===== config.mk =====
export PLATFORM = sky130hd
export DESIGN_NAME = sad_trigger_top
export DESIGN_NICKNAME = d
export VERILOG_FILES = /design/src/design/sad_pkg.sv /design/src/design/sad_reference_store.sv /design/src/design/sad_sample_window.sv /design/src/design/sad_abs_diff.sv /design/src/design/sad_sum_tree.sv /design/src/design/sad_trigger_control.sv /design/src/design/sad_trigger_top.sv
export SDC_FILE = /design/constraint.sdc
export NUM_CORES = 2
export LEC_CHECK = 0
export BUFFER_PORTS_ARGS = -buffer_cell sky130_fd_sc_hd__buf_2
export CELL_PAD_IN_SITES_DETAIL_PLACEMENT = 2
export CELL_PAD_IN_SITES_GLOBAL_PLACEMENT = 2
export CORE_MARGIN = 1.5
export CORE_UTILIZATION = 29
export DETAILED_ROUTE_END_ITERATION = 6
export MAX_ROUTING_LAYER = met4
export PLACE_DENSITY = 0.65
export SLEW_MARGIN = 20
export SYNTH_ARGS = -nofsm -noshare
export SYNTH_HDL_FRONTEND = slang
export SYNTH_SLANG_ARGS = --single-unit

===== constraint.sdc =====
create_clock -name adc_sampleclk -period 16.3 [get_ports adc_sampleclk]
set_input_delay 0.815 -clock adc_sampleclk [delete_from_list [all_inputs] [get_ports adc_sampleclk]]
set_output_delay 0.815 -clock adc_sampleclk [all_outputs]
set_load 0.05 [all_outputs]

===== src/design/sad_pkg.sv =====
`default_nettype none

package sad_pkg;

    // threshold port is one full word
    localparam int THRESHOLD_BITS = 32;

    // differences added per first-stage adder
    localparam int SUM_GROUP = 4;

    // run state machine encodings
    localparam logic [1:0] ST_IDLE    = 2'd0;
    localparam logic [1:0] ST_RUNNING = 2'd1;
    localparam logic [1:0] ST_DONE    = 2'd2;

    // bits needed to hold count values of width bits added together
    function automatic int sum_bits(input int count, input int width);
        return width + $clog2(count);
    endfunction

    // bits needed to address count entries, never less than one
    function automatic int index_bits(input int count);
        if (count > 1) begin
            return $clog2(count);
        end
        return 1;
    endfunction

endpackage

`default_nettype wire


===== src/design/sad_reference_store.sv =====
`default_nettype none

module sad_reference_store
    import sad_pkg::*;
#(
    parameter int REF_SAMPLES = 32,
    parameter int SAMPLE_BITS = 8
) (
    input  wire                                     adc_sampleclk,
    input  wire                                     reset,
    input  wire                                     ref_wr,
    input  wire  [index_bits(REF_SAMPLES)-1:0]      ref_index,
    input  wire  [SAMPLE_BITS-1:0]                  ref_data,
    output logic [REF_SAMPLES*SAMPLE_BITS-1:0]      ref_samples
);

    logic [SAMPLE_BITS-1:0] ref_mem [REF_SAMPLES];

    always_ff @(posedge adc_sampleclk) begin
        if (reset) begin
            for (int i = 0; i < REF_SAMPLES; i++) begin
                ref_mem[i] <= '0;
            end
        end else if (ref_wr && (ref_index < REF_SAMPLES)) begin  // ignore slots past the end
            ref_mem[ref_index] <= ref_data;
        end
    end

    // flatten, slot 0 in the low bits
    genvar g;
    generate
        for (g = 0; g < REF_SAMPLES; g++) begin : gen_flat
            assign ref_samples[g*SAMPLE_BITS +: SAMPLE_BITS] = ref_mem[g];
        end
    endgenerate

endmodule

`default_nettype wire


===== src/design/sad_sample_window.sv =====
`default_nettype none

module sad_sample_window
    import sad_pkg::*;
#(
    parameter int REF_SAMPLES = 32,
    parameter int SAMPLE_BITS = 8
) (
    input  wire                                     adc_sampleclk,
    input  wire                                     reset,
    input  wire                                     capture_en,
    input  wire  [SAMPLE_BITS-1:0]                  adc_datain,
    output logic [REF_SAMPLES*SAMPLE_BITS-1:0]      window_samples,
    output logic                                    window_valid
);

    localparam int FILL_BITS = index_bits(REF_SAMPLES + 1);

    logic [SAMPLE_BITS-1:0] win [REF_SAMPLES];
    logic [FILL_BITS-1:0]   fill_cnt;

    // shift towards slot 0, newest sample lands in the top slot
    always_ff @(posedge adc_sampleclk) begin
        if (capture_en) begin
            for (int i = 0; i < REF_SAMPLES - 1; i++) begin
                win[i] <= win[i+1];
            end
            win[REF_SAMPLES-1] <= adc_datain;
        end
    end

    // counts samples since capture started, saturates at a full window
    always_ff @(posedge adc_sampleclk) begin
        if (reset || !capture_en) begin
            fill_cnt     <= '0;
            window_valid <= 1'b0;
        end else begin
            if (fill_cnt < FILL_BITS'(REF_SAMPLES)) begin
                fill_cnt <= fill_cnt + 1'b1;
            end
            // this edge completes or extends a full window
            window_valid <= (fill_cnt >= FILL_BITS'(REF_SAMPLES - 1));
        end
    end

    genvar g;
    generate
        for (g = 0; g < REF_SAMPLES; g++) begin : gen_flat
            assign window_samples[g*SAMPLE_BITS +: SAMPLE_BITS] = win[g];
        end
    endgenerate

endmodule

`default_nettype wire


===== src/design/sad_abs_diff.sv =====
`default_nettype none

module sad_abs_diff #(
    parameter int REF_SAMPLES = 32,
    parameter int SAMPLE_BITS = 8
) (
    input  wire                                     adc_sampleclk,
    input  wire                                     reset,
    input  wire  [REF_SAMPLES*SAMPLE_BITS-1:0]      window_samples,
    input  wire                                     window_valid,
    input  wire  [REF_SAMPLES*SAMPLE_BITS-1:0]      ref_samples,
    output logic [REF_SAMPLES*SAMPLE_BITS-1:0]      diffs,
    output logic                                    diff_valid
);

    logic [SAMPLE_BITS-1:0] smp [REF_SAMPLES];
    logic [SAMPLE_BITS-1:0] ref_smp [REF_SAMPLES];

    genvar g;
    generate
        for (g = 0; g < REF_SAMPLES; g++) begin : gen_slot
            assign smp[g]     = window_samples[g*SAMPLE_BITS +: SAMPLE_BITS];
            assign ref_smp[g] = ref_samples[g*SAMPLE_BITS +: SAMPLE_BITS];

            // larger minus smaller keeps it unsigned
            always_ff @(posedge adc_sampleclk) begin
                if (smp[g] > ref_smp[g]) begin
                    diffs[g*SAMPLE_BITS +: SAMPLE_BITS] <= smp[g] - ref_smp[g];
                end else begin
                    diffs[g*SAMPLE_BITS +: SAMPLE_BITS] <= ref_smp[g] - smp[g];
                end
            end
        end
    endgenerate

    always_ff @(posedge adc_sampleclk) begin
        if (reset) begin
            diff_valid <= 1'b0;
        end else begin
            diff_valid <= window_valid;  // follows its window by one stage
        end
    end

endmodule

`default_nettype wire


===== src/design/sad_sum_tree.sv =====
`default_nettype none

module sad_sum_tree
    import sad_pkg::*;
#(
    parameter int REF_SAMPLES = 32,
    parameter int SAMPLE_BITS = 8
) (
    input  wire                                             adc_sampleclk,
    input  wire                                             reset,
    input  wire  [REF_SAMPLES*SAMPLE_BITS-1:0]              diffs,
    input  wire                                             diff_valid,
    output logic [sum_bits(REF_SAMPLES, SAMPLE_BITS)-1:0]   sad_value,
    output logic                                            sad_valid
);

    localparam int GROUPS    = REF_SAMPLES / SUM_GROUP;
    localparam int PART_BITS = sum_bits(SUM_GROUP, SAMPLE_BITS);
    localparam int SAD_BITS  = sum_bits(REF_SAMPLES, SAMPLE_BITS);

    generate
        if (REF_SAMPLES % SUM_GROUP != 0) begin : gen_bad_size
            $error("REF_SAMPLES must be a multiple of SUM_GROUP");
        end
    endgenerate

    logic [PART_BITS-1:0] part_next [GROUPS];
    logic [PART_BITS-1:0] part_q    [GROUPS];
    logic [SAD_BITS-1:0]  total_next;
    logic                 part_valid;

    // stage one, SUM_GROUP differences per adder
    always_comb begin
        for (int grp = 0; grp < GROUPS; grp++) begin
            part_next[grp] = '0;
            for (int k = 0; k < SUM_GROUP; k++) begin
                part_next[grp] = part_next[grp]
                    + PART_BITS'(diffs[(grp*SUM_GROUP + k)*SAMPLE_BITS +: SAMPLE_BITS]);
            end
        end
    end

    always_ff @(posedge adc_sampleclk) begin
        for (int grp = 0; grp < GROUPS; grp++) begin
            part_q[grp] <= part_next[grp];
        end
    end

    // stage two, total of the partials
    always_comb begin
        total_next = '0;
        for (int grp = 0; grp < GROUPS; grp++) begin
            total_next = total_next + SAD_BITS'(part_q[grp]);
        end
    end

    always_ff @(posedge adc_sampleclk) begin
        sad_value <= total_next;
    end

    // one valid per stage, so two windows can be in flight
    always_ff @(posedge adc_sampleclk) begin
        if (reset) begin
            part_valid <= 1'b0;
            sad_valid  <= 1'b0;
        end else begin
            part_valid <= diff_valid;
            sad_valid  <= part_valid;
        end
    end

endmodule

`default_nettype wire


===== src/design/sad_trigger_control.sv =====
`default_nettype none

module sad_trigger_control
    import sad_pkg::*;
#(
    parameter int REF_SAMPLES = 32,
    parameter int SAMPLE_BITS = 8
) (
    input  wire                                             adc_sampleclk,
    input  wire                                             reset,
    input  wire                                             armed_and_ready,
    input  wire                                             active,
    input  wire  [THRESHOLD_BITS-1:0]                       threshold,
    input  wire                                             multiple_triggers,
    input  wire                                             clear_status,
    input  wire  [sum_bits(REF_SAMPLES, SAMPLE_BITS)-1:0]   sad_value,
    input  wire                                             sad_valid,
    output logic                                            capture_en,
    output logic                                            trigger,
    output logic                                            triggered
);

    // windows from an earlier run drain out within this many edges of a new run
    localparam logic [1:0] RUN_SETTLED = 2'd3;

    logic [1:0] state;
    logic [1:0] run_age;
    logic       match;
    logic       fire;

    assign capture_en = (state == ST_RUNNING);

    assign match = sad_valid && (THRESHOLD_BITS'(sad_value) <= threshold);

    // a window still in flight from the previous run must not fire
    assign fire = capture_en && active && match && (run_age == RUN_SETTLED);

    always_ff @(posedge adc_sampleclk) begin
        if (reset) begin
            state   <= ST_IDLE;
            run_age <= '0;
        end else begin
            case (state)
                ST_IDLE: begin
                    run_age <= '0;
                    if (armed_and_ready && active) begin
                        state <= ST_RUNNING;
                    end
                end
                ST_RUNNING: begin
                    if (run_age != RUN_SETTLED) begin
                        run_age <= run_age + 1'b1;
                    end
                    if (!active) begin
                        state <= ST_DONE;
                    end else if (fire && !multiple_triggers) begin
                        state <= ST_DONE;  // single shot, wait for disarm
                    end
                end
                ST_DONE: begin
                    run_age <= '0;
                    if (!armed_and_ready || clear_status) begin
                        state <= ST_IDLE;
                    end
                end
                default: begin
                    state <= ST_IDLE;
                end
            endcase
        end
    end

    always_ff @(posedge adc_sampleclk) begin
        if (reset) begin
            trigger   <= 1'b0;
            triggered <= 1'b0;
        end else begin
            trigger <= fire;  // one pulse per matching window
            if (clear_status) begin
                triggered <= 1'b0;
            end else if (fire) begin
                triggered <= 1'b1;
            end
        end
    end

endmodule

`default_nettype wire


===== src/design/sad_trigger_top.sv =====
`default_nettype none

module sad_trigger_top
    import sad_pkg::*;
#(
    parameter int REF_SAMPLES = 32,
    parameter int SAMPLE_BITS = 8
) (
    input  wire                                 adc_sampleclk,
    input  wire                                 reset,
    input  wire  [SAMPLE_BITS-1:0]              adc_datain,
    input  wire                                 armed_and_ready,
    input  wire                                 active,
    input  wire                                 ref_wr,
    input  wire  [index_bits(REF_SAMPLES)-1:0]  ref_index,
    input  wire  [SAMPLE_BITS-1:0]              ref_data,
    input  wire  [THRESHOLD_BITS-1:0]           threshold,
    input  wire                                 multiple_triggers,
    input  wire                                 clear_status,
    output logic                                trigger,
    output logic                                triggered
);

    localparam int SAD_BITS = sum_bits(REF_SAMPLES, SAMPLE_BITS);

    logic                               capture_en;
    logic [REF_SAMPLES*SAMPLE_BITS-1:0] window_samples;
    logic                               window_valid;
    logic [REF_SAMPLES*SAMPLE_BITS-1:0] ref_samples;
    logic [REF_SAMPLES*SAMPLE_BITS-1:0] diffs;
    logic                               diff_valid;
    logic [SAD_BITS-1:0]                sad_value;
    logic                               sad_valid;

    sad_reference_store #(
        .REF_SAMPLES (REF_SAMPLES),
        .SAMPLE_BITS (SAMPLE_BITS)
    ) u_reference_store (
        .adc_sampleclk (adc_sampleclk),
        .reset         (reset),
        .ref_wr        (ref_wr),
        .ref_index     (ref_index),
        .ref_data      (ref_data),
        .ref_samples   (ref_samples)
    );

    sad_sample_window #(
        .REF_SAMPLES (REF_SAMPLES),
        .SAMPLE_BITS (SAMPLE_BITS)
    ) u_sample_window (
        .adc_sampleclk  (adc_sampleclk),
        .reset          (reset),
        .capture_en     (capture_en),
        .adc_datain     (adc_datain),
        .window_samples (window_samples),
        .window_valid   (window_valid)
    );

    sad_abs_diff #(
        .REF_SAMPLES (REF_SAMPLES),
        .SAMPLE_BITS (SAMPLE_BITS)
    ) u_abs_diff (
        .adc_sampleclk  (adc_sampleclk),
        .reset          (reset),
        .window_samples (window_samples),
        .window_valid   (window_valid),
        .ref_samples    (ref_samples),
        .diffs          (diffs),
        .diff_valid     (diff_valid)
    );

    sad_sum_tree #(
        .REF_SAMPLES (REF_SAMPLES),
        .SAMPLE_BITS (SAMPLE_BITS)
    ) u_sum_tree (
        .adc_sampleclk (adc_sampleclk),
        .reset         (reset),
        .diffs         (diffs),
        .diff_valid    (diff_valid),
        .sad_value     (sad_value),
        .sad_valid     (sad_valid)
    );

    sad_trigger_control #(
        .REF_SAMPLES (REF_SAMPLES),
        .SAMPLE_BITS (SAMPLE_BITS)
    ) u_trigger_control (
        .adc_sampleclk     (adc_sampleclk),
        .reset             (reset),
        .armed_and_ready   (armed_and_ready),
        .active            (active),
        .threshold         (threshold),
        .multiple_triggers (multiple_triggers),
        .clear_status      (clear_status),
        .sad_value         (sad_value),
        .sad_valid         (sad_valid),
        .capture_en        (capture_en),
        .trigger           (trigger),
        .triggered         (triggered)
    );

endmodule

`default_nettype wire


==> impl_metrics.yaml <==
yosys:
  postSynthAreaPerCell_um2: 10.7
  synth-warning-count: 0
  synthXorXnorAreaFrac_pct: 4.95
  synth_mux_area_share_pct: 2.71
  yosysUniqueCellTypes: 67
  postSynthCellCount: 5058
  ys.flop_type: "edfxtp_1"
  synth_compound_area_share_pct: 10.4
  synthesis.area_mm2: 0.0539
  synth_fp_nets: 5961
  ys_seq_area_share_pct: 42.0
  yosys.area_share.adder_pct: 22.2
  synth_top_family_by_area: "adder cells"
  synth-seq-cells: 877
  yosys.area_share.simple_pct: 10.3
  async_flop_share_pct: 0
  synth-edff-count: 512
sta:
  worst_pin_slew_ps: 1050
  slew_headroom_pct: 29.8
  finClkSkew_ps: 37.3
  clock.fmax_mhz: 177
  fin_setup_tns_ps: 0
  rsz0062_at_grt: "no"
  hold_viol_final: 0
  setup_viol: 0
  period_share_pct: 34.7
  fin_crit_ps: 5660
  slew_violations: 0
critical_path:
  worstPathCellList: "ha_1 -> fa_1 -> a21o_1 -> a21oi_1 -> nor2b_1 -> o21a_1 -> nor2_1 -> xnor2_1 -> fa_1 -> inv_1 -> fa_1 -> fa_1 -> fa_1 -> inv_1 -> ha_1 -> a2111oi_0 -> o21ai_0 -> a41oi_1 -> o21bai_1 -> a21oi_1 -> xnor2_1"
  rr_worst_depth: 21
  slowest_stage: "fa_1"
  crit_required_ps: 16940
  worstSetupPathType: "reg -> reg"
  cp-end-kind: "flip-flop"
  reg2reg_from: "u_sum_tree.part_q[0][0]"
  critical-path-top-delay-family: "adder cells"
  crit_start: "u_sum_tree.part_q[0][0]"
  path_max_fanout: 4
  reg2reg_setup_slack_ps: 10640
  cpPeakStageDelay_ps: 510
  cp_common_cell: "fa_1"
  cp-endpoint: "u_sum_tree.sad_value[12]"
  path_buf_inv: 2
  r2r-end: "u_sum_tree.sad_value[12]"
  cp.arrival_ps: 6300
  critical_path_depth: 21
  cp-start-kind: "flip-flop"
clock_tree:
  cts_resized: 0
  cts_max_path_buffers: 3
  clk_pin_slew_ps: 60
  postCtsSetupBuffers: 0
  hold_buffers: 0
  cts.htree.levels: 3
  numCtsBuffers: 106
  cts_tree: "built"
  cts_sinks: 877
  cts_root_buf: "clkbuf_16"
  worstSkewPairLatency_ps: 730
flow_run:
  drv_cap: 0
final_layout:
  fin_util_pct: 32.9
  areaGrowthSynthToFinish_pct: 12.9
  nNetsFinal: 6079
  drive_gt1_share_pct: 6.95
power_and_ir_drop:
  p_leak_nw: 27.6
  peakVddDrop_mv: 0.766
  powerDensity_mw_per_mm2: 226
worst_hold_path:
  min_path_type: "in -> reg"
  holdPathStages: 1
floorplan:
  die_y_um: 434
  rows: 158
  core-area_mm2: 0.185
  start_util_pct: 29.2
  pin_count: 62
  die_w_um: 434
  dieArea_mm2: 0.189
placed_design:
  finalWeightedCongestion: 0.809
  place_hpwl_mm: 118
  port_buffers: 61
global_route:
  met2_usage_pct: 29.9
  grt_overflow: 0
  use_met3_pct: 1.81
  grt_usage_pct: 17.4
  grt_max_degree: 66
  antenna_found_initial: 17
  use_met1_pct: 21.4
  top_usage_layer: "met2"
  grt_pass1_wl_mm: 243
  grt_pass1_vias: 40106
drt:
  detail_route.wl_per_cell_um: 20.3
  routed-via-count: 35648
  wl_mm: 158
  drtPass1Iterations: 5
  vias_per_cell: 4.59
  drc_errors: 0
  route.antenna.remaining_nets: 0
  drt_iter0_drc: 1338
run_status:
  status: "finished, final reports clean"
-- registers in the layout (all words and copies together), names as in the netlist --
signal and flops:
u_trigger_control.run_age 2, u_reference_store.ref_mem 256, u_sum_tree.part_valid 1, u_trigger_control.triggered 1, u_sum_tree.sad_valid 1, u_sum_tree.part_q 80, u_abs_diff.diffs 256, u_sample_window.window_valid 1
u_sum_tree.sad_value 13, u_trigger_control.state 2, u_trigger_control.trigger 1, u_sample_window.win 256, u_abs_diff.diff_valid 1, u_sample_window.fill_cnt 6
-- synth_stat cells (11+ instances only) --
cell type  number  area share (%)
a2111oi_0      17            0.28
a211oi_1       25            0.35
a21o_1         95             1.3
a21oi_1       258             2.4
a21oi_4        18            0.54
a221oi_1       12            0.19
a31oi_1        53            0.61
and2_1        256             3.0
buf_2          15            0.14
clkbuf_1       40            0.28
dfxtp_1       365              14
edfxtp_1      512              28
fa_1          193             7.2
ha_1          650              15
inv_1         974             6.8
mux2_2         20            0.42
mux2_4         11            0.31
mux2i_1       107             2.0
nand2_1        88            0.61
nand2b_1      107             1.2
nand3_1        16            0.15
nand3b_1       11            0.15
nand4_1        62            0.72
nor2_1        147             1.0
nor2b_1       156             1.8
nor3_1         41            0.38
nor3b_2        11            0.26
o2111ai_1      12            0.19
o21a_1         35            0.49
o21ai_0       223             2.1
o21bai_1       42            0.58
o22ai_1        18            0.21
or2_2          34            0.39
or3_1          27            0.31
xnor2_1       142             2.3
xor2_1        163             2.6
-- metal layers --
metal  share of wire, %  vias to the layer above  wire length (um)
met1                 45                    17967             70200
met2                 50                      429             79000
met5                  0                        -                 0
met4                2.4                        0              3840
li1                   -                    17071                 -
met3                3.0                      181              4660
-- power breakdown --
group / total [mW] / internal, mW / switching, mW
logic: 8.23 / 3.53 / 4.70
registers: 3.01 / 2.84 / 0.175
clock network: 2.49 / 1.48 / 1.01
-- cells in the final DEF (no fill, tap or decap), types with 147 or more instances in the layout --
| master | Yosys | layout |
|---|---|---|
| o21ai_0 | 223 | 223 |
| xor2_1 | 163 | 163 |
| inv_1 | 974 | 974 |
| ha_1 | 650 | 650 |
| dfxtp_1 | 365 | 365 |
| nor2_1 | 147 | 147 |
| and2_1 | 256 | 256 |
| a21oi_1 | 258 | 258 |
| fa_1 | 193 | 193 |
| edfxtp_1 | 512 | 512 |
| nor2b_1 | 156 | 155 |
-- worst reg2reg max path, cell delays in order (launching register included) --
cell,delay [ps]
dfxtp_1,300
ha_1,220
fa_1,400
a21o_1,190
a21oi_1,220
nor2b_1,80
o21a_1,200
nor2_1,120
xnor2_1,170
fa_1,460
inv_1,80
fa_1,420
fa_1,400
fa_1,510
inv_1,40
ha_1,320
a2111oi_0,400
o21ai_0,240
a41oi_1,360
o21bai_1,100
a21oi_1,180
xnor2_1,140
-- cells by family (layout without fill, tap and decap cells) --
| logic type | Yosys count | after routing |
|---|---|---|
| XOR/XNOR | 305 | 305 |
| AND/OR/NAND/NOR | 979 | 979 |
| flip-flops | 877 | 877 |
| buffers and inverters | 1039 | 1250 |
| other | 0 | 13 |
| AO/OA/AOI/OAI | 877 | 877 |
| adder cells (fa/ha/maj) | 843 | 843 |
| multiplexers | 138 | 138 |
-- worst min path at each step --
| stage | end | startpoint | slack (ps) |
|---|---|---|---|
| after floorplan | u_abs_diff.diff_valid | u_sample_window.window_valid | 410 |
| after global placement | u_sum_tree.part_valid | u_abs_diff.diff_valid | 420 |
| after detailed placement | u_sum_tree.part_valid | u_abs_diff.diff_valid | 430 |
| after CTS | u_sample_window.win[1][126] | adc_datain[6] | 190 |
| after global routing | u_sample_window.win[1][126] | adc_datain[6] | 220 |
| final | u_sample_window.win[1][126] | adc_datain[6] | 260 |
-- final cells by class --
class / count / area [um^2]
well taps: 2480 / 3100
multi-input cells: 3142 / 27300
flip-flops and latches: 877 / 22700
diodes: 13 / 32.5
fillers: 20082 / 124000
clock inverters: 54 / 609
clock buffers: 147 / 3060
repair buffers: 75 / 410
inverters: 974 / 3660
-- per-stage QoR --
stage / power [mW] / std cells / area, um^2 / setup slack, ps / hold WS, ps
3_5_place_dp: 11.4 / 7548 / 57200 / 10690 / 429
5_1_grt: 15.1 / 7749 / 60900 / 10270 / 220
4_1_cts: 14.0 / 7749 / 60900 / 10640 / 186
2_1_floorplan: 9.06 / 5058 / 53900 / 3320 / 414
6_report: 13.7 / 7762 / 60900 / 10640 / 261
3_3_place_gp: 11.1 / 7548 / 57200 / 10780 / 419
No activity file was read; power rests on OpenSTA's default activity.
